--- src/hw/dm_pkg.sv ---
//==================================================
// data mover types, command and status layouts,
// request struct and controller state encoding
//==================================================
package dm_pkg;

    localparam int btt_w  = 23;                 // bytes-to-transfer field
    localparam int addr_w = 32;                 // start address
    localparam int tag_w  = 4;                  // command / status tag

    typedef enum logic {
        dir_mm2s = 1'b0,                        // memory read
        dir_s2mm = 1'b1                         // memory write
    } dm_dir_e;

    // 60-bit request from the host side
    typedef struct packed {
        dm_dir_e                   dir;
        logic [addr_w-1:0]         addr;
        logic [btt_w-1:0]          btt;
        logic [tag_w-1:0]          tag;
    } dm_req_t;

    // 72-bit command word, msb first
    typedef struct packed {
        logic [3:0]                rsvd;        // bits 71:68, zero
        logic [tag_w-1:0]          tag;         // bits 67:64
        logic [addr_w-1:0]         saddr;       // bits 63:32
        logic                      drr;         // realign request, bit 31
        logic                      eof;         // end of frame, bit 30
        logic [5:0]                dsa;         // dre alignment, bits 29:24
        logic                      burst_type;  // incr burst, bit 23
        logic [btt_w-1:0]          btt;         // bits 22:0
    } dm_cmd_t;

    // 8-bit status returned by the data mover
    typedef struct packed {
        logic                      okay;        // bit 7
        logic                      slverr;      // bit 6
        logic                      decerr;      // bit 5
        logic                      interr;      // bit 4
        logic [tag_w-1:0]          tag;         // bits 3:0
    } dm_sts_t;

    typedef enum logic [1:0] {
        st_idle,
        st_issue,
        st_wait_sts
    } dm_state_e;

endpackage

--- src/hw/axis_pkg.sv ---
//==================================================
// stream beat structs, 32-bit memory read side
// and 64-bit udp payload side
//==================================================
package axis_pkg;

    // 37 bits, one beat from the mm2s read stream
    typedef struct packed {
        logic [31:0] data;
        logic [3:0]  keep;                      // byte enables
        logic        last;                      // end of packet
    } axis32_t;

    // 73 bits, one beat toward the udp tx payload
    typedef struct packed {
        logic [63:0] data;
        logic [7:0]  keep;                      // byte enables
        logic        last;                      // end of packet
    } axis64_t;

endpackage

--- src/hw/dm_cmd_ctrl.sv ---
//==================================================
// data mover command controller
// request -> 72-bit command on mm2s or s2mm,
// status capture and completion report
//==================================================
module dm_cmd_ctrl (
    input  logic                        clk,
    input  logic                        rst_n,
    input  logic                        req_valid,       // one-cycle strobe
    input  dm_pkg::dm_req_t             req,
    input  logic                        mm2s_cmd_ready,
    input  logic                        s2mm_cmd_ready,
    input  logic                        mm2s_sts_valid,
    input  dm_pkg::dm_sts_t             mm2s_sts,
    input  logic                        s2mm_sts_valid,
    input  dm_pkg::dm_sts_t             s2mm_sts,
    output logic                        mm2s_cmd_valid,
    output logic                        s2mm_cmd_valid,
    output dm_pkg::dm_cmd_t             cmd,
    output logic                        mm2s_sts_ready,
    output logic                        s2mm_sts_ready,
    output logic                        busy,
    output logic                        done,            // one-cycle pulse
    output logic [dm_pkg::tag_w-1:0]    done_tag,
    output logic                        done_err
);

    dm_pkg::dm_state_e  state_q;
    dm_pkg::dm_req_t    req_q;                           // request in flight
    dm_pkg::dm_sts_t    sts_sel;                         // status of active dir
    logic               is_mm2s;
    logic               req_take;
    logic               zero_len;
    logic               cmd_hs;
    logic               sts_hs;
    logic               sts_bad;

    //==================================================
    // handshakes and steering
    //==================================================
    assign is_mm2s  = (req_q.dir == dm_pkg::dir_mm2s);
    assign req_take = req_valid && (state_q == dm_pkg::st_idle); // dropped while busy
    assign zero_len = (req.btt == '0);

    assign busy           = (state_q != dm_pkg::st_idle);
    assign mm2s_cmd_valid = (state_q == dm_pkg::st_issue) &&  is_mm2s;
    assign s2mm_cmd_valid = (state_q == dm_pkg::st_issue) && !is_mm2s;
    assign mm2s_sts_ready = (state_q == dm_pkg::st_wait_sts) &&  is_mm2s;
    assign s2mm_sts_ready = (state_q == dm_pkg::st_wait_sts) && !is_mm2s;

    assign cmd_hs = (mm2s_cmd_valid && mm2s_cmd_ready) || (s2mm_cmd_valid && s2mm_cmd_ready);
    assign sts_hs = (mm2s_sts_valid && mm2s_sts_ready) || (s2mm_sts_valid && s2mm_sts_ready);

    assign sts_sel = is_mm2s ? mm2s_sts : s2mm_sts;
    assign sts_bad = !sts_sel.okay || sts_sel.interr || sts_sel.decerr || sts_sel.slverr
                     || (sts_sel.tag != req_q.tag);      // tag echo mismatch

    // command word, fixed fields per data mover layout
    always_comb begin
        cmd            = '0;
        cmd.btt        = req_q.btt;
        cmd.burst_type = 1'b1;                           // incr
        cmd.dsa        = '0;                             // no dre realign
        cmd.eof        = 1'b1;
        cmd.drr        = 1'b0;
        cmd.saddr      = req_q.addr;
        cmd.tag        = req_q.tag;
        cmd.rsvd       = '0;
    end

    //==================================================
    // state machine
    //==================================================
    always_ff @(posedge clk or negedge rst_n) begin
        if (!rst_n) begin
            state_q <= dm_pkg::st_idle;
            done    <= 1'b0;
        end else begin
            done <= 1'b0;                                // pulse default
            case (state_q)
                dm_pkg::st_idle: begin
                    if (req_take) begin
                        if (zero_len) begin
                            done <= 1'b1;                // reject, no command
                        end else begin
                            state_q <= dm_pkg::st_issue;
                        end
                    end
                end
                dm_pkg::st_issue: begin
                    if (cmd_hs) state_q <= dm_pkg::st_wait_sts;
                end
                dm_pkg::st_wait_sts: begin
                    if (sts_hs) begin
                        done    <= 1'b1;
                        state_q <= dm_pkg::st_idle;
                    end
                end
                default: state_q <= dm_pkg::st_idle;
            endcase
        end
    end

    // request latch and completion payload
    always_ff @(posedge clk) begin
        if (req_take) begin
            req_q    <= req;
            done_tag <= req.tag;
            done_err <= 1'b1;                            // only seen if zero length
        end
        if ((state_q == dm_pkg::st_wait_sts) && sts_hs) begin
            done_tag <= req_q.tag;
            done_err <= sts_bad;
        end
    end

endmodule

--- src/hw/axis_upsizer.sv ---
//==================================================
// 32-bit to 64-bit stream upsizer
// low half first, early close on last
//==================================================
module axis_upsizer (
    input  logic              clk,
    input  logic              rst_n,
    input  logic              s_axis_valid,
    input  axis_pkg::axis32_t s_axis,
    output logic              s_axis_ready,
    output logic              m_axis_valid,
    input  logic              m_axis_ready,
    output axis_pkg::axis64_t m_axis
);

    logic [31:0] half_data;                     // first beat, low lane
    logic [3:0]  half_keep;
    logic        lane_q;                        // 1 = low half filled
    logic        in_hs;

    assign s_axis_ready = !m_axis_valid;        // single output slot
    assign in_hs        = s_axis_valid && s_axis_ready;

    // control flags
    always_ff @(posedge clk or negedge rst_n) begin
        if (!rst_n) begin
            lane_q       <= 1'b0;
            m_axis_valid <= 1'b0;
        end else begin
            if (m_axis_valid && m_axis_ready) m_axis_valid <= 1'b0;
            if (in_hs) begin
                if (lane_q || s_axis.last) begin
                    m_axis_valid <= 1'b1;       // pair complete or closed early
                    lane_q       <= 1'b0;
                end else begin
                    lane_q <= 1'b1;
                end
            end
        end
    end

    // payload, no reset
    always_ff @(posedge clk) begin
        if (in_hs) begin
            if (lane_q) begin
                m_axis.data <= {s_axis.data, half_data};
                m_axis.keep <= {s_axis.keep, half_keep};
                m_axis.last <= s_axis.last;
            end else if (s_axis.last) begin
                m_axis.data <= {32'h0, s_axis.data};
                m_axis.keep <= {4'h0, s_axis.keep};  // high lane empty
                m_axis.last <= 1'b1;
            end else begin
                half_data <= s_axis.data;
                half_keep <= s_axis.keep;
            end
        end
    end

endmodule

--- src/hw/axis_fifo.sv ---
//==================================================
// single-clock 64-bit stream fifo
// circular buffer plus registered output stage
//==================================================
module axis_fifo #(
    parameter int FIFO_DEPTH = 16                     // power of two, >= 2
) (
    input  logic              clk,
    input  logic              rst_n,
    input  logic              s_axis_valid,
    input  axis_pkg::axis64_t s_axis,
    output logic              s_axis_ready,
    output logic              m_axis_valid,
    input  logic              m_axis_ready,
    output axis_pkg::axis64_t m_axis
);

    localparam int addr_bits = $clog2(FIFO_DEPTH);

    axis_pkg::axis64_t    mem [FIFO_DEPTH];
    logic [addr_bits:0]   wr_ptr;                     // extra msb for wrap
    logic [addr_bits:0]   rd_ptr;
    logic                 empty;
    logic                 full;
    logic                 wr_en;
    logic                 rd_en;

    assign empty = (wr_ptr == rd_ptr);
    assign full  = (wr_ptr[addr_bits] != rd_ptr[addr_bits]) &&
                   (wr_ptr[addr_bits-1:0] == rd_ptr[addr_bits-1:0]);

    assign s_axis_ready = !full;
    assign wr_en = s_axis_valid && !full;
    assign rd_en = !empty && (!m_axis_valid || m_axis_ready); // refill output reg

    always_ff @(posedge clk or negedge rst_n) begin
        if (!rst_n) begin
            wr_ptr       <= '0;
            rd_ptr       <= '0;
            m_axis_valid <= 1'b0;
        end else begin
            if (wr_en) wr_ptr <= wr_ptr + 1'b1;
            if (rd_en) rd_ptr <= rd_ptr + 1'b1;
            if (rd_en)             m_axis_valid <= 1'b1;
            else if (m_axis_ready) m_axis_valid <= 1'b0;   // drained
        end
    end

    // storage and output data
    always_ff @(posedge clk) begin
        if (wr_en) mem[wr_ptr[addr_bits-1:0]] <= s_axis;
        if (rd_en) m_axis <= mem[rd_ptr[addr_bits-1:0]];
    end

endmodule

--- src/hw/data_mover_top.sv ---
//==================================================
// data mover top, command controller and
// mm2s stream path (upsizer + fifo)
//==================================================
module data_mover_top #(
    parameter int FIFO_DEPTH = 16
) (
    input  logic                        clk,
    input  logic                        rst_n,
    // request / completion
    input  logic                        req_valid,
    input  dm_pkg::dm_req_t             req,
    output logic                        busy,
    output logic                        done,
    output logic [dm_pkg::tag_w-1:0]    done_tag,
    output logic                        done_err,
    // command streams
    output logic                        mm2s_cmd_valid,
    input  logic                        mm2s_cmd_ready,
    output logic                        s2mm_cmd_valid,
    input  logic                        s2mm_cmd_ready,
    output dm_pkg::dm_cmd_t             cmd,
    // status streams
    input  logic                        mm2s_sts_valid,
    output logic                        mm2s_sts_ready,
    input  dm_pkg::dm_sts_t             mm2s_sts,
    input  logic                        s2mm_sts_valid,
    output logic                        s2mm_sts_ready,
    input  dm_pkg::dm_sts_t             s2mm_sts,
    // mm2s data in, udp payload out
    input  logic                        s_axis_valid,
    input  axis_pkg::axis32_t           s_axis,
    output logic                        s_axis_ready,
    output logic                        m_axis_valid,
    output axis_pkg::axis64_t           m_axis,
    input  logic                        m_axis_ready
);

    logic              up_valid;                // upsizer -> fifo
    logic              up_ready;
    axis_pkg::axis64_t up_beat;

    dm_cmd_ctrl i_cmd_ctrl (
        .clk(clk), .rst_n(rst_n),
        .req_valid(req_valid), .req(req),
        .mm2s_cmd_ready(mm2s_cmd_ready), .s2mm_cmd_ready(s2mm_cmd_ready),
        .mm2s_sts_valid(mm2s_sts_valid), .mm2s_sts(mm2s_sts),
        .s2mm_sts_valid(s2mm_sts_valid), .s2mm_sts(s2mm_sts),
        .mm2s_cmd_valid(mm2s_cmd_valid), .s2mm_cmd_valid(s2mm_cmd_valid), .cmd(cmd),
        .mm2s_sts_ready(mm2s_sts_ready), .s2mm_sts_ready(s2mm_sts_ready),
        .busy(busy), .done(done), .done_tag(done_tag), .done_err(done_err)
    );

    axis_upsizer i_upsizer (
        .clk(clk), .rst_n(rst_n),
        .s_axis_valid(s_axis_valid), .s_axis(s_axis), .s_axis_ready(s_axis_ready),
        .m_axis_valid(up_valid), .m_axis_ready(up_ready), .m_axis(up_beat)
    );

    axis_fifo #(
        .FIFO_DEPTH(FIFO_DEPTH)
    ) i_fifo (
        .clk(clk), .rst_n(rst_n),
        .s_axis_valid(up_valid), .s_axis(up_beat), .s_axis_ready(up_ready),
        .m_axis_valid(m_axis_valid), .m_axis_ready(m_axis_ready), .m_axis(m_axis)
    );

endmodule

--- config.mk ---
export PLATFORM = sky130hd
export DESIGN_NAME = data_mover_top
export DESIGN_NICKNAME = d
export VERILOG_FILES = /design/src/hw/dm_pkg.sv /design/src/hw/axis_pkg.sv /design/src/hw/dm_cmd_ctrl.sv /design/src/hw/axis_upsizer.sv /design/src/hw/axis_fifo.sv /design/src/hw/data_mover_top.sv
export SDC_FILE = /design/constraint.sdc
export NUM_CORES = 1
export LEC_CHECK = 0
export ABC_AREA = 1
export CAP_MARGIN = 20
export CORE_UTILIZATION = 45
export DETAILED_ROUTE_END_ITERATION = 8
export DONT_BUFFER_PORTS = 1
export GPL_ROUTABILITY_DRIVEN = 0
export HOLD_SLACK_MARGIN = 0.08
export PLACE_DENSITY = 0.72
export SLEW_MARGIN = 20
export SYNTH_ARGS = -nofsm -noshare
export SYNTH_HDL_FRONTEND = slang
export SYNTH_HIERARCHICAL = 1
export SYNTH_SLANG_ARGS = --single-unit
--- constraint.sdc ---
create_clock -name clk -period 4.7 [get_ports clk]
set_clock_uncertainty 0.2 [all_clocks]
set_input_delay 0.47 -clock clk [delete_from_list [all_inputs] [get_ports clk]]
set_output_delay 0.47 -clock clk [all_outputs]
set_load 0.01 [all_outputs]
# Word level (Yosys, flattened, before mapping)
# Memories as Yosys holds them, arrays and structs flattened. A register that Yosys moved wholly into a read port is not among the register bits.
# Cells that the tools add are included.
# W data, S select, Z words.
[op_classes]
n_bitwise = 3
div = 0
n_reduce_logical = 36
mul = 0
n_shift = 0
n_lt_le_gt_ge = 0
mux = 24
eq_ne = 10
addsub = 2
[op_table]
columns = ["op", "count"]
rows = [
  ["$mux W73", 2],
  ["$logic_not A23 Y1", 1],
  ["$logic_and A1 B1 Y1", 14],
  ["$mux W1", 13],
  ["$add A5 B1 Y5 const B", 2],
  ["$logic_or A1 B1 Y1", 8],
  ["$mux W2", 4],
  ["$mux W4", 2],
  ["$mux W8", 1],
  ["$reduce_bool A2 Y1", 4],
  ["$ne A2 B1 Y1 const B", 3],
  ["$pmux W2 S3", 1],
  ["$eq A5 B5 Y1", 1],
  ["$logic_not A1 Y1", 5],
  ["$eq A4 B4 Y1", 1],
  ["$ne A4 B4 Y1", 1],
  ["$reduce_and A4 Y1", 1],
  ["$not A1 Y1", 3],
  ["$reduce_and A3 Y1", 1],
  ["$eq A2 B1 Y1 const B", 1],
  ["$eq A2 B2 Y1 const B", 1],
  ["$logic_not A2 Y1", 1],
  ["$ne A2 B2 Y1 const B", 1],
  ["$pmux W1 S2", 1],
  ["2 further kinds", 2],
]
[word_totals]
inputBits = 122
latchBits = 0
reg_bits = 190
memories = 1
rom_bits = 0
ramBits = 1168
elab_cells = 94
[mem_list]
columns = ["name", "depth", "width", "rd", "rd_ports_with_merged_regs", "write_ports", "line_no", "rtl"]
rows = [
  ["i_fifo.mem", 16, 73, 1, 1, 1, "axis_fifo.sv:20", "axis_pkg::axis64_t mem [FIFO_DEPTH];"],
]

# Longest topological paths before layout
# Gate-level depths: netlist of the first run.
[depth]
ltp_word = 7
depth_mapped = 12
ltp_nobuf = 9

# By module
# The synthesis of the first run kept the hierarchy.
[modules_own_cells]
columns = ["module", "instances", "area_each_um2", "cells_each", "seq_area_each_um2"]
rows = [
  ["axis_fifo", 1, 49885.3, 4160, 37541.0],
  ["axis_upsizer", 1, 4155.2, 320, 3323.2],
  ["dm_cmd_ctrl", 1, 3019.1, 240, 2026.9],
]

# Worst setup path before layout of the first run
# OpenSTA, ideal clock, no wires.
[synth_timing]
path_kind = "register to register"
startpoint = "reg i_fifo.rd_ptr[0]"
endpoint = "mem i_fifo/mem[10][0] (netlist bit), enable pin"
path_buffers = 2
path_stages_with_launch = 10
arrival_time_ns = 4.235
path_slack_ns = -0.240
setup_time_ns = 0.505
cell_sequence = "dfrtp_1 -> inv_2 -> buf_4 -> nand2_1 -> nand2_1 -> nor2_1 -> nand3_2 -> nand2_2 -> buf_4 -> nor2_1"
[synth_via]
elab_chain_len = 6
[synth_rtl]
columns = ["item", "line_no", "rtl"]
rows = [
  ["start: declaration", "axis_fifo.sv:22", "logic [addr_bits:0] rd_ptr;"],
  ["start signal: assignment", "axis_fifo.sv:43", "if (rd_en) rd_ptr <= rd_ptr + 1'b1;"],
  ["$eq A4 B4 Y1", "axis_fifo.sv:30", "(wr_ptr[addr_bits-1:0] == rd_ptr[addr_bits-1:0]);"],
  ["$logic_and A1 B1 Y1", "axis_fifo.sv:29", "assign full = (wr_ptr[addr_bits] != rd_ptr[addr_bits]) &&"],
  ["$logic_not A1 Y1", "n/a", ""],
  ["named net up_ready", "data_mover_top.sv:40", "logic up_ready;"],
  ["$logic_and A1 B1 Y1", "axis_fifo.sv:33", "assign wr_en = s_axis_valid && !full;"],
  ["$mux W1", "axis_fifo.sv:51", "if (wr_en) mem[wr_ptr[addr_bits-1:0]] <= s_axis;"],
  ["$mux W1 (implied by the code)", "axis_fifo.sv:51", ""],
  ["end: declaration", "axis_fifo.sv:20", ""],
]
# The timed path passes the listed nets, and every way through them passes these cells.

# Worst setup path after layout of the first run
[layout_timing]
startpoint = "reg i_cmd_ctrl/req_q[59] (netlist bit)"
endpoint = "reg i_cmd_ctrl.done_err, data pin"
[layout_via]
elab_chain_len = 7
elab_cells_between_ends = 15
cone_classes = "1 x eq/ne; 2 x mux; 1 x bitwise; 11 x reduce/logical"
[layout_rtl]
columns = ["item", "line_no", "rtl"]
rows = [
  ["start: declaration", "dm_cmd_ctrl.sv:29", "dm_pkg::dm_req_t req_q;"],
  ["start signal: assignment", "dm_cmd_ctrl.sv:107", "req_q <= req;"],
  ["$mux W8", "dm_cmd_ctrl.sv:54", "assign sts_sel = is_mm2s ? mm2s_sts : s2mm_sts;"],
  ["$logic_not A1 Y1", "dm_cmd_ctrl.sv:55", "assign sts_bad = !sts_sel.okay || sts_sel.interr || sts_sel.decerr || sts_sel.slverr"],
  ["$logic_or A1 B1 Y1 (3 in a row)", "dm_cmd_ctrl.sv:55", ""],
  ["$logic_or A1 B1 Y1", "dm_cmd_ctrl.sv:56", "|| (sts_sel.tag != req_q.tag);"],
  ["$mux W1 *", "dm_cmd_ctrl.sv:111", "if ((state_q == dm_pkg::st_wait_sts) && sts_hs) begin"],
  ["end signal: assignment", "dm_cmd_ctrl.sv:113", "done_err <= sts_bad;"],
  ["end: declaration", "dm_cmd_ctrl.sv:25", "output logic done_err"],
]
# Mark *: on every way between the ends. The rest lies on a longest branch, timed or not.
# A chain may end at the register's enable or synchronous reset.

==> flow_metrics.env, run 1 <==
export IMPL_status="complete, no violations"
export IMPL_cp_max_fo=11
export IMPL_cts_resized=0
export IMPL_die_area_sq_um=128000
export IMPL_post_cts_setup_buffers=0
export IMPL_hpwl_mm=73.2
export IMPL_ys_warn_count=6
export IMPL_clk_latency_ns=0.77
export IMPL_r2r_end="i_cmd_ctrl/done_err$_SDFFCE_PN1P_"
export IMPL_ys_types=29
export IMPL_hold_viol_final=0
export IMPL_worstMarginPinSlew_ns=1.12
export IMPL_ir_worst_vdd_v=0.000523
export IMPL_worstRegToRegCells=11
export IMPL_worstPathCellList="nor2_1 -> nand3b_1 -> dlygate4sd3_1 -> nand2_1 -> dlygate4sd3_1 -> nand2_1 -> dlygate4sd3_1 -> nor2_1 -> dlygate4sd3_1 -> nand2_1 -> dlygate4sd3_1"
export IMPL_track_usage=0.214
export IMPL_synth_seq_area_share=0.752
export IMPL_dp_cells=6122
export IMPL_nNetsFinal=4861
export IMPL_first_iter_violations=4140
export IMPL_register_area_sq_um=42900
export IMPL_grt_max_degree=205
export IMPL_worstSetupStartpoint="i_cmd_ctrl/req_q[59]$_DFFE_PN_"
export IMPL_cts_tree="built"
export IMPL_rows=130
export IMPL_synth_area_sq_um=57100
export IMPL_worstSetupEndpoint="i_cmd_ctrl/done_err$_SDFFCE_PN1P_"
export IMPL_rsz0062_at_grt="no"
export IMPL_setup_viol=0
export IMPL_start_util=0.454
export IMPL_max_freq_ghz=0.233
export IMPL_syn2layout_area_growth_pct=11.7
export IMPL_fin_crit_sh=0.913
export IMPL_critPathArrivalTime_ns=4.58
export IMPL_grt_first_pass_wirelength_mm=206
export IMPL_core_sq_um=126000
export IMPL_via_per_inst=5.37
export IMPL_ios=280
export IMPL_wire_per_inst_um=21.2
export IMPL_powerDensity_nw_per_um2=593
export IMPL_instances_no_fill=6496
export IMPL_worst_path_stages=11
export IMPL_crit_family="buffers and inverters"
export IMPL_routed_wirelength_mm=138
export IMPL_drt_pass1_iter_count=6
export IMPL_fillers=10400
export IMPL_drtAntennaViolNets=0
export IMPL_drive_above_1_share=0.0605
export IMPL_cp_slowest_cell="edfxtp_1"
export IMPL_die_x_um=358
export IMPL_io_buffers=0
export IMPL_startpoint_type="register"
export IMPL_cts_buffers=144
export IMPL_vias=34900
export IMPL_clk_pin_slew_ns=0.06
export IMPL_hold_class="input port to asynchronous set/reset pin"
export IMPL_p_leak_nw=23.0
export IMPL_maxCapViolations=0
export IMPL_die_h_um=358
export IMPL_overflow=0
export IMPL_required_ns=4.99
export IMPL_cts_sinks=1431
export IMPL_ctsRootBufferMaster="clkbuf_16"
export IMPL_critPathCaptureType="register"
export IMPL_slew_violations=0
export IMPL_r2r_setup_slack_ns=0.41
export IMPL_drc=0
export IMPL_ys_seq_elements=1431
export IMPL_critPathBufInv=5
export IMPL_fin_setup_tns_ns=0
export IMPL_worstSetupPathType="register to register"
export IMPL_cts_hold_buf=115
export IMPL_clk_path_buf_depth=3
export IMPL_syn_inst=4720
export IMPL_reg2reg_from="i_cmd_ctrl/req_q[59]$_DFFE_PN_"
export IMPL_grt_pass1_vias=33400
export IMPL_postSynthAreaPerCell_sq_um=12.1
export IMPL_grt_antenna_before_repair=6
export IMPL_cts_max_level=4
export IMPL_cpMostUsedCell="dlygate4sd3_1"
export IMPL_critical_path_max_stage_delay_ns=0.58
export IMPL_multiInputGateArea_sq_um=11900
export IMPL_period_minus_slack_ns=4.29
export IMPL_slew_headroom=0.256
## how the worst min path moves through the flow
stage / end / cells after the start
2_1_floorplan: i_cmd_ctrl/done$_DFF_PN0_ / 0
3_3_place_gp: i_cmd_ctrl/state_q[1]$_DFFE_PN0P_ / 0
3_5_place_dp: i_cmd_ctrl/state_q[1]$_DFFE_PN0P_ / 0
4_1_cts: i_cmd_ctrl/cmd[62]$_DFFE_PN_ / 1
5_1_grt: i_cmd_ctrl/cmd[41]$_DFFE_PN_ / 1
6_report: i_fifo/wr_ptr[4]$_DFFE_PN0P_ / 1
## area by class of cell
class                      count  area share
multi-input combinational   2839       0.186
antenna                        3    0.000118
sequential                  1431       0.673
clock buffer                 180      0.0590
tap                         1650      0.0324
inverter                     140     0.00860
timing repair buffer         178      0.0300
clock inverter                75      0.0106
## registers in the layout, summed over array words and instances (netlist names), 2 cells and up
register             flops
i_cmd_ctrl/cmd          59
i_cmd_ctrl/done_tag      4
i_cmd_ctrl/state_q       2
i_fifo/m_axis           73
i_fifo/mem            1168
i_fifo/rd_ptr            5
i_fifo/wr_ptr            5
i_upsizer/half_data     32
i_upsizer/half_keep      4
i_upsizer/m_axis        73
## per-layer routing
metal,up-vias,GRT usage,routed length [um]
met5,-,0,37
met4,6,0.0808,4090
met3,253,0.0478,13300
met2,1650,0.341,65300
met1,16900,0.286,54800
li1,16100,-,-
## synth_stat cells (all sizes together)
library cell	instances	area, sq um
xor2	6	52.6
xnor2	2	17.5
nand3b	2	15.0
buf	216	1550
nand4	3	33.8
a22oi	1	12.5
ha	5	62.6
conb	2	7.51
dfrtp	16	400
nor2	762	2860
nand2	1290	4850
edfxtp	1415	42500
clkbuf	105	394
o21ai	515	2580
inv	140	526
nor3	2	10.0
nand3	238	1200
## metrics by stage
step	hold WS [ns]	total power [mW]	util	instance area (sq um)	worst slack [ns]
final	0.148	37.8	0.507	63700	0.411
after global routing	0.121	39.7	0.507	63700	0.258
after CTS	0.0843	38.0	0.507	63700	0.472
after detailed placement	-0.0246	27.0	0.462	58100	0.959
after global placement	-0.0246	26.8	0.462	58100	0.981
after floorplan	-0.0256	24.1	-	57100	-0.240
## power by group
group | total [mW] | leakage (nW) | internal [mW] | switching, mW
Sequential | 17.2 | 13.1 | 15.8 | 1.35
Combinational | 9.75 | 7.71 | 2.72 | 7.03
Clock | 10.9 | 2.16 | 6.06 | 4.81
Total | 37.8 | 23.0 | 24.6 | 13.2
## kinds of logic (layout without fill, tap and decap cells)
group / Yosys count / after routing / synth area share
buf+inv: 461 / 573 / 0.0432
other cells: 2 / 16 / 0.000132
xor+xnor: 8 / 8 / 0.00123
simple gates: 2297 / 2297 / 0.157
fa+ha+maj: 5 / 5 / 0.00110
flops: 1431 / 1431 / 0.752
compound gates: 516 / 516 / 0.0455
## placed cells by master, fill, tap and decap left out, types with 2 or more instances in the layout
master	n
edfxtp_1	1415
nand2_1	1287
nor2_1	744
o21ai_1	303
nand3_1	237
o21ai_0	211
clkbuf_16	144
inv_1	129
dlygate4sd3_1	115
buf_4	40
clkbuf_1	34
clkinv_1	31
buf_12	23
clkinv_2	22
nor2_4	18
conb_1	13
dfrtp_1	12
inv_6	6
bufinv_16	6
xor2_1	6
ha_1	5
inv_16	4
inv_2	4
diode_2	3
clkinv_16	3
clkinvlp_4	3
inv_8	3
nand2_2	3
dfrtp_4	3
clkinv_4	2
clkbuf_8	2
nand4_1	2
nor3_1	2
nand3b_1	2
xnor2_1	2
No activity file was read; power rests on OpenSTA's default activity.
==> run 2: changes to the inputs <==
--- a/config.mk
+++ b/config.mk
@@ -7,12 +7,14 @@
 export LEC_CHECK = 0
 export ABC_AREA = 1
 export CAP_MARGIN = 20
-export CORE_UTILIZATION = 45
+export CELL_PAD_IN_SITES_DETAIL_PLACEMENT = 0
+export CELL_PAD_IN_SITES_GLOBAL_PLACEMENT = 2
+export CORE_UTILIZATION = 40
 export DETAILED_ROUTE_END_ITERATION = 8
 export DONT_BUFFER_PORTS = 1
 export GPL_ROUTABILITY_DRIVEN = 0
 export HOLD_SLACK_MARGIN = 0.08
-export PLACE_DENSITY = 0.72
+export PLACE_DENSITY = 0.86
 export SLEW_MARGIN = 20
 export SYNTH_ARGS = -nofsm -noshare
 export SYNTH_HDL_FRONTEND = slang
==> run 2 against run 1 <==
Effect of this change: routed wire length is 13% higher; largest cell class unchanged; register-to-register slack better by 0.46 ns; largest power group unchanged; clock power is 6% higher; maximum frequency grew 12%; sequential share of layout area down 0.78 points; sequential power about the same.
==> flow_metrics.env, run 2 (synthesized netlist as in run 1, its figures left out) <==
export IMPL_status="complete, no violations"
export IMPL_max_freq_ghz=0.261
export IMPL_die_x_um=380
export IMPL_r2r_end="i_cmd_ctrl/done_err$_SDFFCE_PN1P_"
export IMPL_fin_crit_sh=0.815
export IMPL_clk_path_buf_depth=3
export IMPL_die_h_um=380
export IMPL_rows=138
export IMPL_cts_sinks=1431
export IMPL_cpMostUsedCell="dlygate4sd3_1"
export IMPL_worstPathCellList="inv_2 -> nand2_1 -> nand3_1 -> dlygate4sd3_1 -> nand2_1 -> dlygate4sd3_1 -> nor2_1 -> dlygate4sd3_1 -> nand2_1 -> dlygate4sd3_1"
export IMPL_worstRegToRegCells=10
export IMPL_worstSetupStartpoint="i_cmd_ctrl/req_q[59]$_DFFE_PN_"
export IMPL_worst_path_stages=10
export IMPL_critical_path_max_stage_delay_ns=0.56
export IMPL_core_sq_um=142000
export IMPL_hold_viol_final=0
export IMPL_routed_wirelength_mm=156
export IMPL_critPathCaptureType="register"
export IMPL_critPathBufInv=5
export IMPL_grt_antenna_before_repair=16
export IMPL_powerDensity_nw_per_um2=601
export IMPL_critPathArrivalTime_ns=4.14
export IMPL_ir_worst_vdd_v=0.000535
export IMPL_via_per_inst=5.18
export IMPL_drc=0
export IMPL_p_leak_nw=23.2
export IMPL_cts_tree="built"
export IMPL_rsz0062_at_grt="no"
export IMPL_cts_buffers=150
export IMPL_fillers=12700
export IMPL_instances_no_fill=6768
export IMPL_track_usage=0.212
export IMPL_grt_pass1_vias=33400
export IMPL_reg2reg_from="i_cmd_ctrl/req_q[59]$_DFFE_PN_"
export IMPL_cp_max_fo=11
export IMPL_setup_viol=0
export IMPL_wire_per_inst_um=23.0
export IMPL_overflow=0
export IMPL_slew_violations=0
export IMPL_drtAntennaViolNets=0
export IMPL_die_area_sq_um=144000
export IMPL_ios=280
export IMPL_mostFrequentLayoutCell="edfxtp_1"
export IMPL_startpoint_type="register"
export IMPL_io_buffers=0
export IMPL_slew_headroom=0.233
export IMPL_worstSetupPathType="register to register"
export IMPL_grt_max_degree=216
export IMPL_multiInputGateArea_sq_um=11900
export IMPL_post_cts_setup_buffers=0
export IMPL_ctsRootBufferMaster="clkbuf_16"
export IMPL_period_minus_slack_ns=3.83
export IMPL_nNetsFinal=4877
export IMPL_drive_above_1_share=0.0669
export IMPL_clk_latency_ns=0.77
export IMPL_worstMarginPinSlew_ns=1.15
export IMPL_dp_cells=6367
export IMPL_grt_first_pass_wirelength_mm=225
export IMPL_start_util=0.403
export IMPL_largest_reg_flops=1168
export IMPL_drt_pass1_iter_count=5
export IMPL_syn2layout_area_growth_pct=13.0
export IMPL_final_cell_mix="edfxtp_1 (1415), nand2_1 (1287), nor2_1 (744)"
export IMPL_clk_pin_slew_ns=0.08
export IMPL_fin_hold_ws_ns=0.124
export IMPL_register_area_sq_um=42900
export IMPL_cts_max_level=4
export IMPL_vias=35100
export IMPL_fin_setup_tns_ns=0
export IMPL_fin_util=0.456
export IMPL_first_iter_violations=3277
export IMPL_maxCapViolations=0
export IMPL_worstSetupEndpoint="i_cmd_ctrl/done_err$_SDFFCE_PN1P_"
export IMPL_hold_class="input port to register"
export IMPL_crit_family="buffers and inverters"
export IMPL_cp_slowest_cell="edfxtp_1"
export IMPL_r2r_setup_slack_ns=0.87
export IMPL_required_ns=5.01
export IMPL_hpwl_mm=74.4
## run 2: cell types whose count changed in the layout (fill, tap and decap cells not counted), moves of 3 or more
cell           previous run  this run
clkinv_2                 22        37
clkbuf_1                 34        28
inv_4                     1         4
inv_6                     6        10
dlygate4sd3_1           115       119
buf_12                   23        28
clkbuf_16               144       152
bufinv_16                 6        12
inv_16                    4         1
clkinv_16                 3         0
## run 2: how the worst min path moves through the flow
stage                       start                              end  slack (ns)  cells after the start
after floorplan             rst_n        i_cmd_ctrl/done$_DFF_PN0_       -0.03                      0
after global placement      rst_n  i_fifo/m_axis_valid$_DFFE_PN0P_       -0.02                      0
after detailed placement    rst_n  i_fifo/m_axis_valid$_DFFE_PN0P_       -0.02                      0
after CTS                 req[39]     i_cmd_ctrl/cmd[44]$_DFFE_PN_        0.08                      1
after global routing      req[53]     i_cmd_ctrl/cmd[58]$_DFFE_PN_        0.10                      1
final                     req[45]     i_cmd_ctrl/cmd[50]$_DFFE_PN_        0.12                      1
## run 2: power breakdown
group	leakage (nW)	switching (mW)	internal, mW
Sequential	13.1	1.17	15.8
Clock	2.33	4.93	6.61
Combinational	7.77	7.46	2.75
## run 2: repair_timing
item                                   CTS  global route
endpoints found under the hold margin  239             0
hold buffers                           121             0
gates resized for setup                  0             0
## run 2: final cells by class
class                           count  area share
Clock inverter                     95      0.0126
Clock buffer                      180      0.0606
Antenna cell                        5    0.000194
Timing Repair Buffer              188      0.0319
Multi-Input combinational cell   2839       0.184
Inverter                          140     0.00856
Sequential cell                  1431       0.665
Tap cell                         1890      0.0367
## run 2: through the flow
stage / power, mW / setup WS (ns) / area [sq um]
2_1_floorplan: 24.1 / -0.240 / 57100
3_3_place_gp: 27.4 / 1.17 / 58500
3_5_place_dp: 27.4 / 1.18 / 58500
4_1_cts: 39.1 / 0.972 / 64500
5_1_grt: 40.8 / 0.719 / 64500
6_report: 38.8 / 0.868 / 64500
## run 2: layer usage
layer  share of wire  GRT usage  up-vias  wire, um
li1                -          -    16100         -
met1            0.43      0.296    17400     67300
met2            0.46      0.331     1287     71800
met3           0.080     0.0475      258     12500
met4           0.026     0.0641       14      4010
met5         0.00055          0        -        85
